==> src/logic/sysctrl_pkg.sv <==
// Register indices are word addresses (byte address / 4) and every access is a full 32-bit word
package sysctrl_pkg;

    localparam int ADDR_WIDTH = 16;
    localparam int DATA_WIDTH = 32;

    typedef logic [ADDR_WIDTH-1:0] addr_t;
    typedef logic [DATA_WIDTH-1:0] data_t;

    localparam int NUM_MEMS    = 2;
    localparam int NUM_PERIPHS = 4;
    localparam int NUM_CORES   = 2;
    localparam int NUM_TARGETS = NUM_MEMS + NUM_PERIPHS + NUM_CORES;

    // Flat target order is memories, peripherals, cores
    localparam int MEM_BASE_ID    = 0;
    localparam int PERIPH_BASE_ID = MEM_BASE_ID + NUM_MEMS;
    localparam int CORE_BASE_ID   = PERIPH_BASE_ID + NUM_PERIPHS;

    typedef logic [2:0] tgt_id_t;
    typedef logic [2:0] cmd_t;

    localparam cmd_t CMD_NONE   = 3'd0;
    localparam cmd_t CMD_RESUME = 3'd1;
    localparam cmd_t CMD_PAUSE  = 3'd2;
    localparam cmd_t CMD_STOP   = 3'd3;
    localparam cmd_t CMD_RESET  = 3'd4;

    localparam int STAT_PAUSED_BIT  = 0;
    localparam int STAT_STOPPED_BIT = 1;

    // Word index map
    localparam int MEM_REG_BASE    = 'h100;
    localparam int MEM_STRIDE      = 2;
    localparam int MEM_REG_END     = MEM_REG_BASE + NUM_MEMS * MEM_STRIDE;
    localparam int PERIPH_REG_BASE = 'h200;
    localparam int PERIPH_STRIDE   = 2;
    localparam int PERIPH_REG_END  = PERIPH_REG_BASE + NUM_PERIPHS * PERIPH_STRIDE;
    localparam int CORE_REG_BASE   = 'h400;
    localparam int CORE_STRIDE     = 4;
    localparam int CORE_REG_END    = CORE_REG_BASE + NUM_CORES * CORE_STRIDE;

    // Offsets inside one target's block
    localparam int OFF_STATUS  = 0;
    localparam int OFF_MAESTRO = 1;
    localparam int OFF_BAR     = 2;
    localparam int OFF_IER     = 3;

endpackage

==> src/logic/boot_sequencer.sv <==
// Starts memory 0 then core 0 once after reset; boot_done holds until the next reset
`timescale 1ns/1ps

module boot_sequencer (
    input  logic                 clk,
    input  logic                 rst,
    input  logic                 mem0_stopped,
    input  logic                 core0_stopped,
    output logic                 boot_req,
    output sysctrl_pkg::tgt_id_t boot_tgt,
    output sysctrl_pkg::cmd_t    boot_cmd,
    input  logic                 boot_gnt,
    output logic                 boot_done
);
    import sysctrl_pkg::*;

    typedef enum logic [2:0] {
        S_MEM_REQ,
        S_MEM_WAIT,
        S_CORE_REQ,
        S_CORE_WAIT,
        S_DONE
    } state_t;

    state_t state;

    always_ff @(posedge clk) begin
        if (rst) begin
            state <= S_MEM_REQ;
        end else begin
            case (state)
                S_MEM_REQ: begin
                    if (boot_gnt) begin
                        state <= S_MEM_WAIT;
                    end
                end
                S_MEM_WAIT: begin
                    if (!mem0_stopped) begin
                        state <= S_CORE_REQ;
                    end
                end
                S_CORE_REQ: begin
                    if (boot_gnt) begin
                        state <= S_CORE_WAIT;
                    end
                end
                S_CORE_WAIT: begin
                    if (!core0_stopped) begin
                        state <= S_DONE;
                    end
                end
                default: begin
                    state <= S_DONE;
                end
            endcase
        end
    end

    assign boot_req  = (state == S_MEM_REQ) || (state == S_CORE_REQ);
    assign boot_tgt  = (state == S_CORE_REQ) ? tgt_id_t'(CORE_BASE_ID) : tgt_id_t'(MEM_BASE_ID);
    assign boot_cmd  = CMD_RESUME;
    assign boot_done = (state == S_DONE);

endmodule

==> src/logic/maestro_cmd_arbiter.sv <==
// Fixed priority to the boot sequencer; an APB request to a busy maestro is rejected at once
`timescale 1ns/1ps

module maestro_cmd_arbiter (
    input  logic                 boot_req,
    input  sysctrl_pkg::tgt_id_t boot_tgt,
    input  sysctrl_pkg::cmd_t    boot_cmd,
    output logic                 boot_gnt,
    input  logic                 apb_req,
    input  sysctrl_pkg::tgt_id_t apb_tgt,
    input  sysctrl_pkg::cmd_t    apb_cmd,
    output logic                 apb_gnt,
    output logic                 apb_busy,
    input  logic                 tgt_idle [sysctrl_pkg::NUM_TARGETS],
    output logic                 tgt_load [sysctrl_pkg::NUM_TARGETS],
    output sysctrl_pkg::cmd_t    tgt_cmd
);
    import sysctrl_pkg::*;

    logic                   apb_turn;
    logic [NUM_TARGETS-1:0] load_vec;

    // Boot waits for an idle maestro instead of being rejected
    assign boot_gnt = boot_req && tgt_idle[boot_tgt];

    assign apb_turn = apb_req && !boot_req;
    assign apb_gnt  = apb_turn && tgt_idle[apb_tgt];
    assign apb_busy = apb_turn && !tgt_idle[apb_tgt];

    assign tgt_cmd = boot_req ? boot_cmd : apb_cmd;

    always_comb begin
        for (int i = 0; i < NUM_TARGETS; i++) begin
            load_vec[i] = (boot_gnt && (boot_tgt == tgt_id_t'(i))) ||
                          (apb_gnt && (apb_tgt == tgt_id_t'(i)));
            tgt_load[i] = load_vec[i];
        end
    end

    // Both requesters share one command bus
    always_comb begin
        a_single_load: assert ($onehot0(load_vec))
        else $error("more than one maestro loaded");
    end

endmodule

==> src/logic/sysctrl_regs.sv <==
// APB slave for full-word accesses only; every transfer stalls with pready low until boot_done
`timescale 1ns/1ps

module sysctrl_regs (
    input  logic                 clk,
    input  logic                 rst,
    input  logic                 psel,
    input  logic                 penable,
    input  logic                 pwrite,
    input  sysctrl_pkg::addr_t   paddr,
    input  sysctrl_pkg::data_t   pwdata,
    output sysctrl_pkg::data_t   prdata,
    output logic                 pready,
    output logic                 pslverr,
    input  logic                 boot_done,
    output logic                 apb_req,
    output sysctrl_pkg::tgt_id_t apb_tgt,
    output sysctrl_pkg::cmd_t    apb_cmd,
    input  logic                 apb_gnt,
    input  logic                 apb_busy,
    input  sysctrl_pkg::cmd_t    tgt_action [sysctrl_pkg::NUM_TARGETS],
    input  logic                 tgt_paused [sysctrl_pkg::NUM_TARGETS],
    input  logic                 tgt_stopped [sysctrl_pkg::NUM_TARGETS],
    input  sysctrl_pkg::addr_t   rst_boot_addr,
    output sysctrl_pkg::addr_t   core_boot_addr [sysctrl_pkg::NUM_CORES],
    input  logic                 periph_irq [sysctrl_pkg::NUM_PERIPHS],
    output logic                 core_irq [sysctrl_pkg::NUM_CORES]
);
    import sysctrl_pkg::*;

    logic [ADDR_WIDTH-3:0]          index;
    logic [ADDR_WIDTH-3:0]          rel;
    logic [1:0]                     off;
    logic                           hit;
    logic                           in_core;
    logic                           is_status;
    logic                           is_maestro;
    logic                           is_bar;
    logic                           is_ier;
    tgt_id_t                        dec_tgt;
    logic [$clog2(NUM_CORES)-1:0]   dec_core;
    data_t                          rd_word;
    logic                           start;
    addr_t                          bar [NUM_CORES];
    data_t                          ier [NUM_CORES];

    // Index into class, slot and offset
    always_comb begin
        index    = paddr[ADDR_WIDTH-1:2];
        rel      = '0;
        off      = '0;
        hit      = 1'b0;
        in_core  = 1'b0;
        dec_tgt  = '0;
        dec_core = '0;
        if (index >= MEM_REG_BASE && index < MEM_REG_END) begin
            rel     = index - (ADDR_WIDTH-2)'(MEM_REG_BASE);
            off     = 2'(rel % MEM_STRIDE);
            dec_tgt = tgt_id_t'(MEM_BASE_ID + rel / MEM_STRIDE);
            hit     = 1'b1;
        end else if (index >= PERIPH_REG_BASE && index < PERIPH_REG_END) begin
            rel     = index - (ADDR_WIDTH-2)'(PERIPH_REG_BASE);
            off     = 2'(rel % PERIPH_STRIDE);
            dec_tgt = tgt_id_t'(PERIPH_BASE_ID + rel / PERIPH_STRIDE);
            hit     = 1'b1;
        end else if (index >= CORE_REG_BASE && index < CORE_REG_END) begin
            rel      = index - (ADDR_WIDTH-2)'(CORE_REG_BASE);
            off      = 2'(rel % CORE_STRIDE);
            dec_core = ($clog2(NUM_CORES))'(rel / CORE_STRIDE);
            dec_tgt  = tgt_id_t'(CORE_BASE_ID + dec_core);
            hit      = 1'b1;
            in_core  = 1'b1;
        end
        is_status  = hit && (off == OFF_STATUS);
        is_maestro = hit && (off == OFF_MAESTRO);
        is_bar     = in_core && (off == OFF_BAR);
        is_ier     = in_core && (off == OFF_IER);
    end

    always_comb begin
        rd_word = '0;
        if (is_status) begin
            rd_word[STAT_PAUSED_BIT]  = tgt_paused[dec_tgt];
            rd_word[STAT_STOPPED_BIT] = tgt_stopped[dec_tgt];
        end else if (is_maestro) begin
            rd_word = data_t'(tgt_action[dec_tgt]);
        end else if (is_bar) begin
            rd_word = data_t'(bar[dec_core]);
        end else if (is_ier) begin
            rd_word = ier[dec_core];
        end
    end

    // New transfer, not yet answered and not waiting on the arbiter
    assign start = psel && !pready && !apb_req && boot_done;

    always_ff @(posedge clk) begin
        if (rst) begin
            pready  <= 1'b0;
            pslverr <= 1'b0;
            prdata  <= '0;
            apb_req <= 1'b0;
            for (int c = 0; c < NUM_CORES; c++) begin
                bar[c] <= rst_boot_addr;
                ier[c] <= '0;
            end
        end else if (start) begin
            if (pwrite && is_maestro) begin
                apb_req <= 1'b1;
            end else begin
                pready  <= 1'b1;
                pslverr <= !(is_maestro || is_bar || is_ier || (is_status && !pwrite));
                if (!pwrite) begin
                    prdata <= rd_word;
                end
                if (pwrite && is_bar) begin
                    bar[dec_core] <= pwdata[ADDR_WIDTH-1:0];
                end
                if (pwrite && is_ier) begin
                    ier[dec_core] <= pwdata;
                end
            end
        end else if (apb_req) begin
            if (apb_gnt || apb_busy) begin
                apb_req <= 1'b0;
                pready  <= 1'b1;
                pslverr <= apb_busy;
            end
        end else if (psel && penable && pready) begin
            pready  <= 1'b0;
            pslverr <= 1'b0;
            prdata  <= '0;
        end
    end

    // Out-of-range codes become no command
    always_ff @(posedge clk) begin
        if (start) begin
            apb_tgt <= dec_tgt;
            apb_cmd <= (pwdata > data_t'(CMD_RESET)) ? CMD_NONE : cmd_t'(pwdata);
        end
    end

    always_comb begin
        for (int c = 0; c < NUM_CORES; c++) begin
            core_boot_addr[c] = bar[c];
            core_irq[c]       = 1'b0;
            for (int p = 0; p < NUM_PERIPHS; p++) begin
                core_irq[c] = core_irq[c] | (ier[c][p] & periph_irq[p]);
            end
        end
    end

    a_err_with_ready: assert property (
        @(posedge clk) disable iff (rst) pslverr |-> pready
    ) else $error("pslverr without pready");

endmodule

==> src/logic/sysctrl_top.sv <==
// Peripheral 0 is this controller and runs from reset; memory 0 and core 0 are started by boot
`timescale 1ns/1ps

module sysctrl_top (
    input  logic               clk,
    input  logic               rst,
    input  logic               psel,
    input  logic               penable,
    input  logic               pwrite,
    input  sysctrl_pkg::addr_t paddr,
    input  sysctrl_pkg::data_t pwdata,
    output sysctrl_pkg::data_t prdata,
    output logic               pready,
    output logic               pslverr,
    input  sysctrl_pkg::addr_t rst_boot_addr,
    output logic               mem_srst [sysctrl_pkg::NUM_MEMS],
    output logic               mem_pause_req [sysctrl_pkg::NUM_MEMS],
    input  logic               mem_pause_ack [sysctrl_pkg::NUM_MEMS],
    output logic               periph_srst [sysctrl_pkg::NUM_PERIPHS],
    output logic               periph_pause_req [sysctrl_pkg::NUM_PERIPHS],
    input  logic               periph_pause_ack [sysctrl_pkg::NUM_PERIPHS],
    input  logic               periph_irq [sysctrl_pkg::NUM_PERIPHS],
    output logic               core_srst [sysctrl_pkg::NUM_CORES],
    output logic               core_pause_req [sysctrl_pkg::NUM_CORES],
    input  logic               core_pause_ack [sysctrl_pkg::NUM_CORES],
    output sysctrl_pkg::addr_t core_boot_addr [sysctrl_pkg::NUM_CORES],
    output logic               core_irq [sysctrl_pkg::NUM_CORES]
);
    import sysctrl_pkg::*;

    logic    boot_req;
    logic    boot_gnt;
    logic    boot_done;
    tgt_id_t boot_tgt;
    cmd_t    boot_cmd;
    logic    apb_req;
    logic    apb_gnt;
    logic    apb_busy;
    tgt_id_t apb_tgt;
    cmd_t    apb_cmd;
    cmd_t    tgt_cmd;
    logic    tgt_idle [NUM_TARGETS];
    logic    tgt_load [NUM_TARGETS];
    cmd_t    tgt_action [NUM_TARGETS];
    logic    tgt_paused [NUM_TARGETS];
    logic    tgt_stopped [NUM_TARGETS];
    logic    tgt_srst [NUM_TARGETS];
    logic    tgt_pause_req [NUM_TARGETS];
    logic    tgt_pause_ack [NUM_TARGETS];

    // Flat target arrays onto the class ports
    for (genvar i = 0; i < NUM_MEMS; i++) begin : g_mem_map
        assign mem_srst[i]                    = tgt_srst[MEM_BASE_ID + i];
        assign mem_pause_req[i]               = tgt_pause_req[MEM_BASE_ID + i];
        assign tgt_pause_ack[MEM_BASE_ID + i] = mem_pause_ack[i];
    end

    for (genvar i = 0; i < NUM_PERIPHS; i++) begin : g_periph_map
        assign periph_srst[i]                    = tgt_srst[PERIPH_BASE_ID + i];
        assign periph_pause_req[i]               = tgt_pause_req[PERIPH_BASE_ID + i];
        assign tgt_pause_ack[PERIPH_BASE_ID + i] = periph_pause_ack[i];
    end

    for (genvar i = 0; i < NUM_CORES; i++) begin : g_core_map
        assign core_srst[i]                    = tgt_srst[CORE_BASE_ID + i];
        assign core_pause_req[i]               = tgt_pause_req[CORE_BASE_ID + i];
        assign tgt_pause_ack[CORE_BASE_ID + i] = core_pause_ack[i];
    end

    sysctrl_regs u_regs (
        .clk            (clk),
        .rst            (rst),
        .psel           (psel),
        .penable        (penable),
        .pwrite         (pwrite),
        .paddr          (paddr),
        .pwdata         (pwdata),
        .prdata         (prdata),
        .pready         (pready),
        .pslverr        (pslverr),
        .boot_done      (boot_done),
        .apb_req        (apb_req),
        .apb_tgt        (apb_tgt),
        .apb_cmd        (apb_cmd),
        .apb_gnt        (apb_gnt),
        .apb_busy       (apb_busy),
        .tgt_action     (tgt_action),
        .tgt_paused     (tgt_paused),
        .tgt_stopped    (tgt_stopped),
        .rst_boot_addr  (rst_boot_addr),
        .core_boot_addr (core_boot_addr),
        .periph_irq     (periph_irq),
        .core_irq       (core_irq)
    );

    boot_sequencer u_boot (
        .clk           (clk),
        .rst           (rst),
        .mem0_stopped  (tgt_stopped[MEM_BASE_ID]),
        .core0_stopped (tgt_stopped[CORE_BASE_ID]),
        .boot_req      (boot_req),
        .boot_tgt      (boot_tgt),
        .boot_cmd      (boot_cmd),
        .boot_gnt      (boot_gnt),
        .boot_done     (boot_done)
    );

    maestro_cmd_arbiter u_arb (
        .boot_req (boot_req),
        .boot_tgt (boot_tgt),
        .boot_cmd (boot_cmd),
        .boot_gnt (boot_gnt),
        .apb_req  (apb_req),
        .apb_tgt  (apb_tgt),
        .apb_cmd  (apb_cmd),
        .apb_gnt  (apb_gnt),
        .apb_busy (apb_busy),
        .tgt_idle (tgt_idle),
        .tgt_load (tgt_load),
        .tgt_cmd  (tgt_cmd)
    );

    for (genvar i = 0; i < NUM_TARGETS; i++) begin : g_maestro
        target_maestro #(
            .RUN_AT_RESET (i == PERIPH_BASE_ID)
        ) u_maestro (
            .clk       (clk),
            .rst       (rst),
            .load      (tgt_load[i]),
            .cmd       (tgt_cmd),
            .action    (tgt_action[i]),
            .idle      (tgt_idle[i]),
            .paused    (tgt_paused[i]),
            .stopped   (tgt_stopped[i]),
            .srst      (tgt_srst[i]),
            .pause_req (tgt_pause_req[i]),
            .pause_ack (tgt_pause_ack[i])
        );
    end

endmodule

==> src/logic/target_maestro.sv <==
// Target must raise pause_ack after pause_req rises and drop it after pause_req falls
`timescale 1ns/1ps

module target_maestro #(
    parameter bit RUN_AT_RESET = 1'b0
) (
    input  logic              clk,
    input  logic              rst,
    input  logic              load,
    input  sysctrl_pkg::cmd_t cmd,
    output sysctrl_pkg::cmd_t action,
    output logic              idle,
    output logic              paused,
    output logic              stopped,
    output logic              srst,
    output logic              pause_req,
    input  logic              pause_ack
);
    import sysctrl_pkg::*;

    logic handshake_done;

    assign idle           = (action == CMD_NONE);
    assign handshake_done = pause_req && pause_ack;

    always_ff @(posedge clk) begin
        if (rst) begin
            action    <= CMD_NONE;
            srst      <= !RUN_AT_RESET;
            pause_req <= 1'b0;
            paused    <= 1'b0;
            stopped   <= !RUN_AT_RESET;
        end else if (load) begin
            action <= cmd;
        end else begin
            case (action)
                CMD_RESUME: begin
                    srst      <= 1'b0;
                    pause_req <= 1'b0;
                    // Wait for the target to release its ack
                    if (!pause_req && !pause_ack) begin
                        action  <= CMD_NONE;
                        paused  <= 1'b0;
                        stopped <= 1'b0;
                    end
                end
                CMD_PAUSE: begin
                    pause_req <= 1'b1;
                    if (handshake_done) begin
                        action <= CMD_NONE;
                        paused <= 1'b1;
                    end
                end
                CMD_STOP, CMD_RESET: begin
                    pause_req <= 1'b1;
                    if (handshake_done) begin
                        srst    <= 1'b1;
                        paused  <= 1'b1;
                        stopped <= 1'b1;
                        // Reset carries on as a resume
                        action  <= (action == CMD_RESET) ? CMD_RESUME : CMD_NONE;
                    end
                end
                default: begin
                    action <= CMD_NONE;
                end
            endcase
        end
    end

    // Arbiter must only load a maestro that has finished its last command
    a_load_only_idle: assert property (
        @(posedge clk) disable iff (rst) load |-> idle
    ) else $error("maestro loaded while busy");

    // Target is held in reset only once it has acknowledged the pause
    a_srst_after_ack: assert property (
        @(posedge clk) disable iff (rst) $rose(srst) |-> pause_ack
    ) else $error("srst raised without pause_ack");

endmodule

==> config.mk <==
export PLATFORM = sky130hd
export DESIGN_NAME = sysctrl_top
export DESIGN_NICKNAME = d
export VERILOG_FILES = /design/src/logic/sysctrl_pkg.sv /design/src/logic/boot_sequencer.sv /design/src/logic/maestro_cmd_arbiter.sv /design/src/logic/sysctrl_regs.sv /design/src/logic/sysctrl_top.sv /design/src/logic/target_maestro.sv
export SDC_FILE = /design/constraint.sdc
export NUM_CORES = 1
export LEC_CHECK = 0
export BUFFER_PORTS_ARGS = -buffer_cell sky130_fd_sc_hd__buf_2
export CAP_MARGIN = 20
export CORE_ASPECT_RATIO = 0.8
export CORE_UTILIZATION = 61
export DETAILED_ROUTE_END_ITERATION = 12
export GPL_TIMING_DRIVEN = 1
export PLACE_DENSITY = 0.94
export SLEW_MARGIN = 20
export SYNTH_ARGS = -nofsm -noshare
export SYNTH_HDL_FRONTEND = slang
export SYNTH_SLANG_ARGS = --single-unit
==> constraint.sdc <==
create_clock -name clk -period 8.7 [get_ports clk]
set_clock_uncertainty 0.15 [all_clocks]
set_input_delay 1.305 -clock clk [delete_from_list [all_inputs] [get_ports clk]]
set_output_delay 1.305 -clock clk [all_outputs]
set_load 0.01 [all_outputs]
==> results of run 1 <==
[sequential cells by signal, summed over array words and instances, names as in the netlist, 3 cells and up]
signal / flops
u_boot.state: 3
g_maestro.u_maestro.srst: 8
g_maestro.u_maestro.paused: 8
u_regs.bar: 32
g_maestro.u_maestro.stopped: 8
u_regs.apb_tgt: 3
u_regs.apb_cmd: 3
u_regs.prdata: 32
g_maestro.u_maestro.action: 24
u_regs.ier: 64
g_maestro.u_maestro.pause_req: 8
[logic make-up (layout without fill, tap and decap cells)]
group | Yosys count | count (layout) | synth area share
adder cells (fa/ha/maj) | 1 | 1 | 0.001277
multiplexers | 80 | 80 | 0.1078
flip-flops | 196 | 196 | 0.5046
AND/OR/NAND/NOR | 397 | 397 | 0.2085
other | 0 | 2 | 0
AO/OA/AOI/OAI | 200 | 200 | 0.1320
buffers and inverters | 94 | 215 | 0.04584
[worst max path at each step]
stage	cells after the start	slack (ps)	endpoint	startpoint
final	5	4430	u_regs.bar[0][7]	paddr[10]
after global routing	5	4170	u_regs.bar[0][7]	paddr[10]
after CTS	5	4480	u_regs.bar[0][7]	paddr[10]
after detailed placement	5	4040	u_regs.bar[0][7]	paddr[10]
after global placement	5	4020	u_regs.bar[0][8]	paddr[10]
after floorplan	6	3200	u_regs.ier[0][0]	psel
[cell type report]
class	count	area, µm²
clock buffers	19	432.9
inverters	17	63.81
clock inverters	13	146.4
repair buffers	166	880.8
flip-flops and latches	196	4945
multi-input cells	678	4443
diodes	2	5.005
well taps	215	269.0
fillers	1074	4563
[per-layer routing]
| layer | vias to the layer above | track usage | wire (µm) |
|---|---|---|---|
| li1 | 3735 | - | - |
| met1 | 3899 | 0.4056 | 10030 |
| met2 | 478 | 0.5023 | 12070 |
| met3 | 72 | 0.1045 | 2890 |
| met4 | 2 | 0.1397 | 820 |
| met5 | - | 0 | 13 |
[stage by stage]
step | instances | instance area [µm²] | worst slack, ps | utilization | hold slack (ps)
5_1_grt | 1305 | 11180 | 4166 | 0.7101 | 351.6
3_3_place_gp | 1270 | 10540 | 4017 | 0.6690 | 312.1
6_report | 1306 | 11190 | 4435 | 0.7103 | 325.4
4_1_cts | 1302 | 11120 | 4481 | 0.7058 | 324.3
2_1_floorplan | 968 | 9799 | 3199 | - | 284.8
3_5_place_dp | 1270 | 10540 | 4039 | 0.6690 | 306.2
[cells in the mapped netlist (all sizes together) (4+ instances only)]
master and instances:
o21bai 4, nor2b 9, mux4 17, a21oi 47, nor4 9, a311oi 5, nor3 21, dfxtp 94
clkbuf 41, a211oi 4, a31oi 15, o21ai 41, nand2b 11, inv 17, nand4 7, and3 5
nor3b 6, and2 70, o22ai 5, mux2 34, nand2 107, o31ai 4, o211ai 8, a22oi 43
edfxtp 102, mux2i 29, nor2 105, nand3 20, or3 7, buf 36
[worst max-delay path: stages]
cell and delay (ps):
buf_2 150, nor4b_4 560, nand4_4 740, nand2_2 720, nand2_1 620
[power breakdown]
part	switching (µW)	internal, µW	total (µW)
combinational	74.6	48.9	123
sequential	15.6	996	1010
clock	363	428	791
==> run_results.csv, run 1 <==
group,metric,value,unit
critical_path,required,8540,ps
critical_path,critical_path_class,"in2reg",
global_routing,grt_antenna_before_repair,3,
global_routing,grt_pass1_wl,39790,µm
power_and_ir_drop,leakage,0.004271,µW
final_layout,layout_common_cells,"buf_2, nand2_1, nor2_1, edfxtp_1, dfxtp_1",
die,dieArea,16580,µm²
die,die_w,143.7,µm
critical_path,r2r-start,"u_regs.apb_req",
route,wl_per_cell,19.77,µm
critical_path,crit_path_end_kind,"flip-flop",
worst_hold_path,worst_hold_path_type,"reg2reg",
timing,max_freq,0.2344,GHz
die,start_util,0.6222,
final_layout,nNetsFinal,1158,
clocking,root_buffer,"clkbuf_16",
critical_path,cp.arrival,4110,ps
critical_path,cp-start-kind,"input port",
route,ant_nets,0,
die,io_pins,165,
timing,worst_pin_slew,1035,ps
timing,grt_setup_unrepaired,"no",
timing,final_max_slew_viol_count,0,
worst_hold_path,min_to,"g_maestro[6].u_maestro.srst",
route,drc,0,
timing,min_period,4265,ps
global_routing,grt_max_degree,53,
die,die_y,115.4,µm
timing,hold_viol_final,0,
critical_path,cp_max_fo,34,
clocking,postCtsSetupBuffers,0,
global_routing,grt_pass1_vias,7579,
clocking,clkLatencyLatePin,450,ps
route,via_per_inst,6.268,
route,drt_pass1_iterations,6,
critical_path,reg2reg_depth,7,
timing,setup_violations,0,
critical_path,r2r_setup_slack,5280,ps
final_layout,drive_gt1_frac,0.2314,
placement,hpwl,17140,µm
clocking,ctsHoldBuffers,0,
timing,max_slew_margin,0.3060,
synthesis,synthTopCellsByArea,"edfxtp_1, dfxtp_1, and2_1",
placement,gp_congestion,0.9136,
synthesis,netlist.area_leader.share,0.3126,
synthesis,ys.flop_type,"edfxtp_1",
synthesis,avgSynthCellArea,10.12,µm²
clocking,clk_pin_slew,70,ps
clocking,cts_num_sinks,196,
synthesis,synth-seq-area-share,0.5046,
final_layout,area_delta_synth_final,14.15,%
power_and_ir_drop,totalPowerFinal,1926,µW
power_and_ir_drop,power.density,172.1,nW/µm²
flow_run,maxCapViolations,0,
route,vias,8186,
synthesis,synth_top_area_cell,"edfxtp_1",
critical_path,reg2reg_to,"u_regs.bar[1][8]",
synthesis,yosysWarningCount,0,
synthesis,synthCells,968,
die,rows,41,
power_and_ir_drop,vdd_ir_drop_max,0.1545,mV
clocking,clockBufferDepth,2,
clocking,cts_inserted_buffers,17,
route,first_iter_violations,802,
clocking,cts_tree,"built",
timing,setup_tns,0,ps
synthesis,synth_nets,1050,
synthesis,ys_ff_latch,196,
synthesis,ys_async_sr_fraction,0,
final_layout,layout_commonest_cell,"buf_2",
global_routing,grt.total_usage,0.3194,
route,wirelength,25820,µm
worst_hold_path,holdPathStages,2,
global_routing,gr-total-overflow,0,
timing,min_period_over_period,0.4903,
worst_hold_path,hp-start,"g_maestro[6].u_maestro.srst",
clocking,htree_num_levels,4,
run_status,outcome,"finished, final reports clean",
synthesis,syn-cell-area,9799,µm²
clocking,cts_resized,0,
synthesis,yosys.cell_types.count,72,
die,core,15750,µm²
synthesis,synth-edff-count,102,
placement,io_buffers,162,
(Power assumes the default switching activity.)
==> run 2: changes to the inputs <==
--- a/config.mk
+++ b/config.mk
@@ -8,10 +8,10 @@
 export BUFFER_PORTS_ARGS = -buffer_cell sky130_fd_sc_hd__buf_2
 export CAP_MARGIN = 20
 export CORE_ASPECT_RATIO = 0.8
-export CORE_UTILIZATION = 61
+export CORE_UTILIZATION = 57
 export DETAILED_ROUTE_END_ITERATION = 12
 export GPL_TIMING_DRIVEN = 1
-export PLACE_DENSITY = 0.94
+export PLACE_DENSITY = 0.89
 export SLEW_MARGIN = 20
 export SYNTH_ARGS = -nofsm -noshare
 export SYNTH_HDL_FRONTEND = slang
==> constraint.sdc (replaced) <==
create_clock -name clk -period 4.1 [get_ports clk]
set_clock_uncertainty 0.15 [all_clocks]
set_input_delay 0.615 -clock clk [delete_from_list [all_inputs] [get_ports clk]]
set_output_delay 0.615 -clock clk [all_outputs]
set_load 0.01 [all_outputs]
==> run 2 against run 1 <==
Final cell count is 1.4% higher. Power grew 110%. Critical endpoint is now u_regs.ier[1][0]. Sequential power up 110%. Core utilization shrank 3.4 points. Largest power group unchanged. Register-to-register slack worse by 4200 ps. Routed wire length decreased by 0.84%.
==> run_results.csv, run 2 (synthesis gave the netlist of run 1 again) <==
group,metric,value,unit
run_status,outcome,"finished, final reports clean",
placement,placed_cells,1289,
timing,hold_slack,317.9,ps
timing,worst_pin_slew,875.1,ps
final_layout,largest-register,"u_regs.ier",
clocking,clkLatencyLatePin,450,ps
power_and_ir_drop,power_switching,1020,µW
route,via_per_inst,6.174,
clocking,ctsHoldBuffers,0,
clocking,htree_num_levels,4,
global_routing,gr-total-overflow,0,
die,die_y,119.3,µm
power_and_ir_drop,power.share.switching,0.2479,
critical_path,crit_path_end_kind,"flip-flop",
route,wirelength,25600,µm
critical_path,cp_max_fo,32,
global_routing,grt_pass1_vias,7780,
clocking,cts_tree,"built",
timing,final_max_slew_viol_count,0,
power_and_ir_drop,clkPwrFrac,0.416,
power_and_ir_drop,leakage,0.004336,µW
clocking,cts_resized,0,
route,first_iter_violations,1037,
placement,gp_congestion,0.9745,
clocking,clockBufferDepth,2,
final_layout,largest_register_ffs,64,
critical_path,required,4040,ps
timing,setup_tns,0,ps
final_layout,nNetsFinal,1170,
global_routing,grt.total_usage,0.2977,
route,drt_pass1_iterations,6,
route,wl_per_cell,19.34,µm
clocking,clk_pin_slew,80,ps
global_routing,grt_antenna_before_repair,2,
global_routing,grt_pass1_wl,40140,µm
placement,io_buffers,162,
placement,hpwl,17640,µm
die,dieArea,17720,µm²
timing,max_freq,0.3262,GHz
timing,grt_setup_unrepaired,"no",
final_layout,area_delta_synth_final,15.02,%
final_layout,final_util,0.6766,
clocking,root_buffer,"clkbuf_16",
die,die_w,148.6,µm
critical_path,cp-start-kind,"flip-flop",
final_layout,drive_gt1_frac,0.2407,
die,io_pins,165,
timing,setup_violations,0,
final_layout,reg_top3,"u_regs.ier (64), u_regs.bar (32), u_regs.prdata (32)",
final_layout,layout_common_cells,"buf_2, nand2_1, nor2_1, edfxtp_1, dfxtp_1",
worst_hold_path,worst_hold_path_type,"in2reg",
critical_path,cp.arrival,3010,ps
global_routing,grt_max_degree,65,
die,core,16660,µm²
final_layout,instances_no_fill,1324,
route,vias,8175,
die,start_util,0.5883,
route,ant_nets,0,
final_layout,n_fill_cell,1183,
timing,worst_slack,1034,ps
die,rows,42,
timing,min_period,3066,ps
flow_run,maxCapViolations,0,
timing,max_slew_margin,0.4154,
clocking,postCtsSetupBuffers,0,
power_and_ir_drop,vdd_ir_drop_max,0.3024,mV
power_and_ir_drop,seq_power_share,0.521,
timing,min_period_over_period,0.7477,
clocking,cts_inserted_buffers,17,
power_and_ir_drop,power.density,365.0,nW/µm²
power_and_ir_drop,combPwrFrac,0.063,
clocking,cts_num_sinks,196,
power_and_ir_drop,intPower,3094,µW
placement,dpl_worst_slack,715.1,ps
critical_path,critical_path_class,"reg2reg",
route,drc,0,
final_layout,layout_commonest_cell,"buf_2",
timing,hold_viol_final,0,
==> run 2: power groups by stage <==
| stage | combinational [µW] | clock (µW) | sequential [µW] |
|---|---|---|---|
| global placement | 244 | 0 | 2180 |
| detailed placement | 253 | 0 | 2190 |
| floorplan | 114 | 0 | 2190 |
| finish | 257 | 1710 | 2140 |
| CTS | 255 | 1720 | 2140 |
| global route | 276 | 1810 | 2150 |
==> run 2: path summary, 6_finish.rpt <==
check	depth (start not counted)	slack, ps	start	end
hold reg to reg	2	330	g_maestro[6].u_maestro.srst	g_maestro[6].u_maestro.srst
setup reg to reg	7	1030	u_regs.apb_req	u_regs.ier[1][0]
setup / recovery	7	1030	u_regs.apb_req	u_regs.ier[1][0]
hold / removal	2	320	rst_boot_addr[13]	u_regs.bar[0][13]
==> run 2: through the flow <==
step                      area (µm²)  total power (µW)
after floorplan                 9799              2305
after global placement         10650              2427
after detailed placement       10650              2439
after CTS                      11260              4115
after global routing           11270              4231
final                          11270              4114
==> run 2: worst max-delay path, stage by stage (launching register included) <==
cell     delay [ps]
dfxtp_1         370
nor2b_1         210
nand4_1         300
inv_1           370
nand2_1         180
or4_4           570
o21ai_4         140
buf_4           420
==> run 2: area by class of cell <==
type / instances / area (µm²) / area share
well taps: 220 / 275.3 / 0.02442
clock buffers: 18 / 429.2 / 0.03808
flip-flops and latches: 196 / 4945 / 0.4387
clock inverters: 14 / 186.4 / 0.01654
diodes: 3 / 7.507 / 0.0006661
inverters: 17 / 63.81 / 0.005662
multi-input cells: 678 / 4433 / 0.3933
repair buffers: 178 / 930.9 / 0.08259
==> run 2: routing by layer <==
metal / vias to the layer above / share of wire / track usage
met5: - / 0 / 0
met4: 0 / 0.027 / 0.1250
met3: 65 / 0.10 / 0.08736
met2: 429 / 0.47 / 0.4533
met1: 3913 / 0.41 / 0.3957
li1: 3768 / - / -
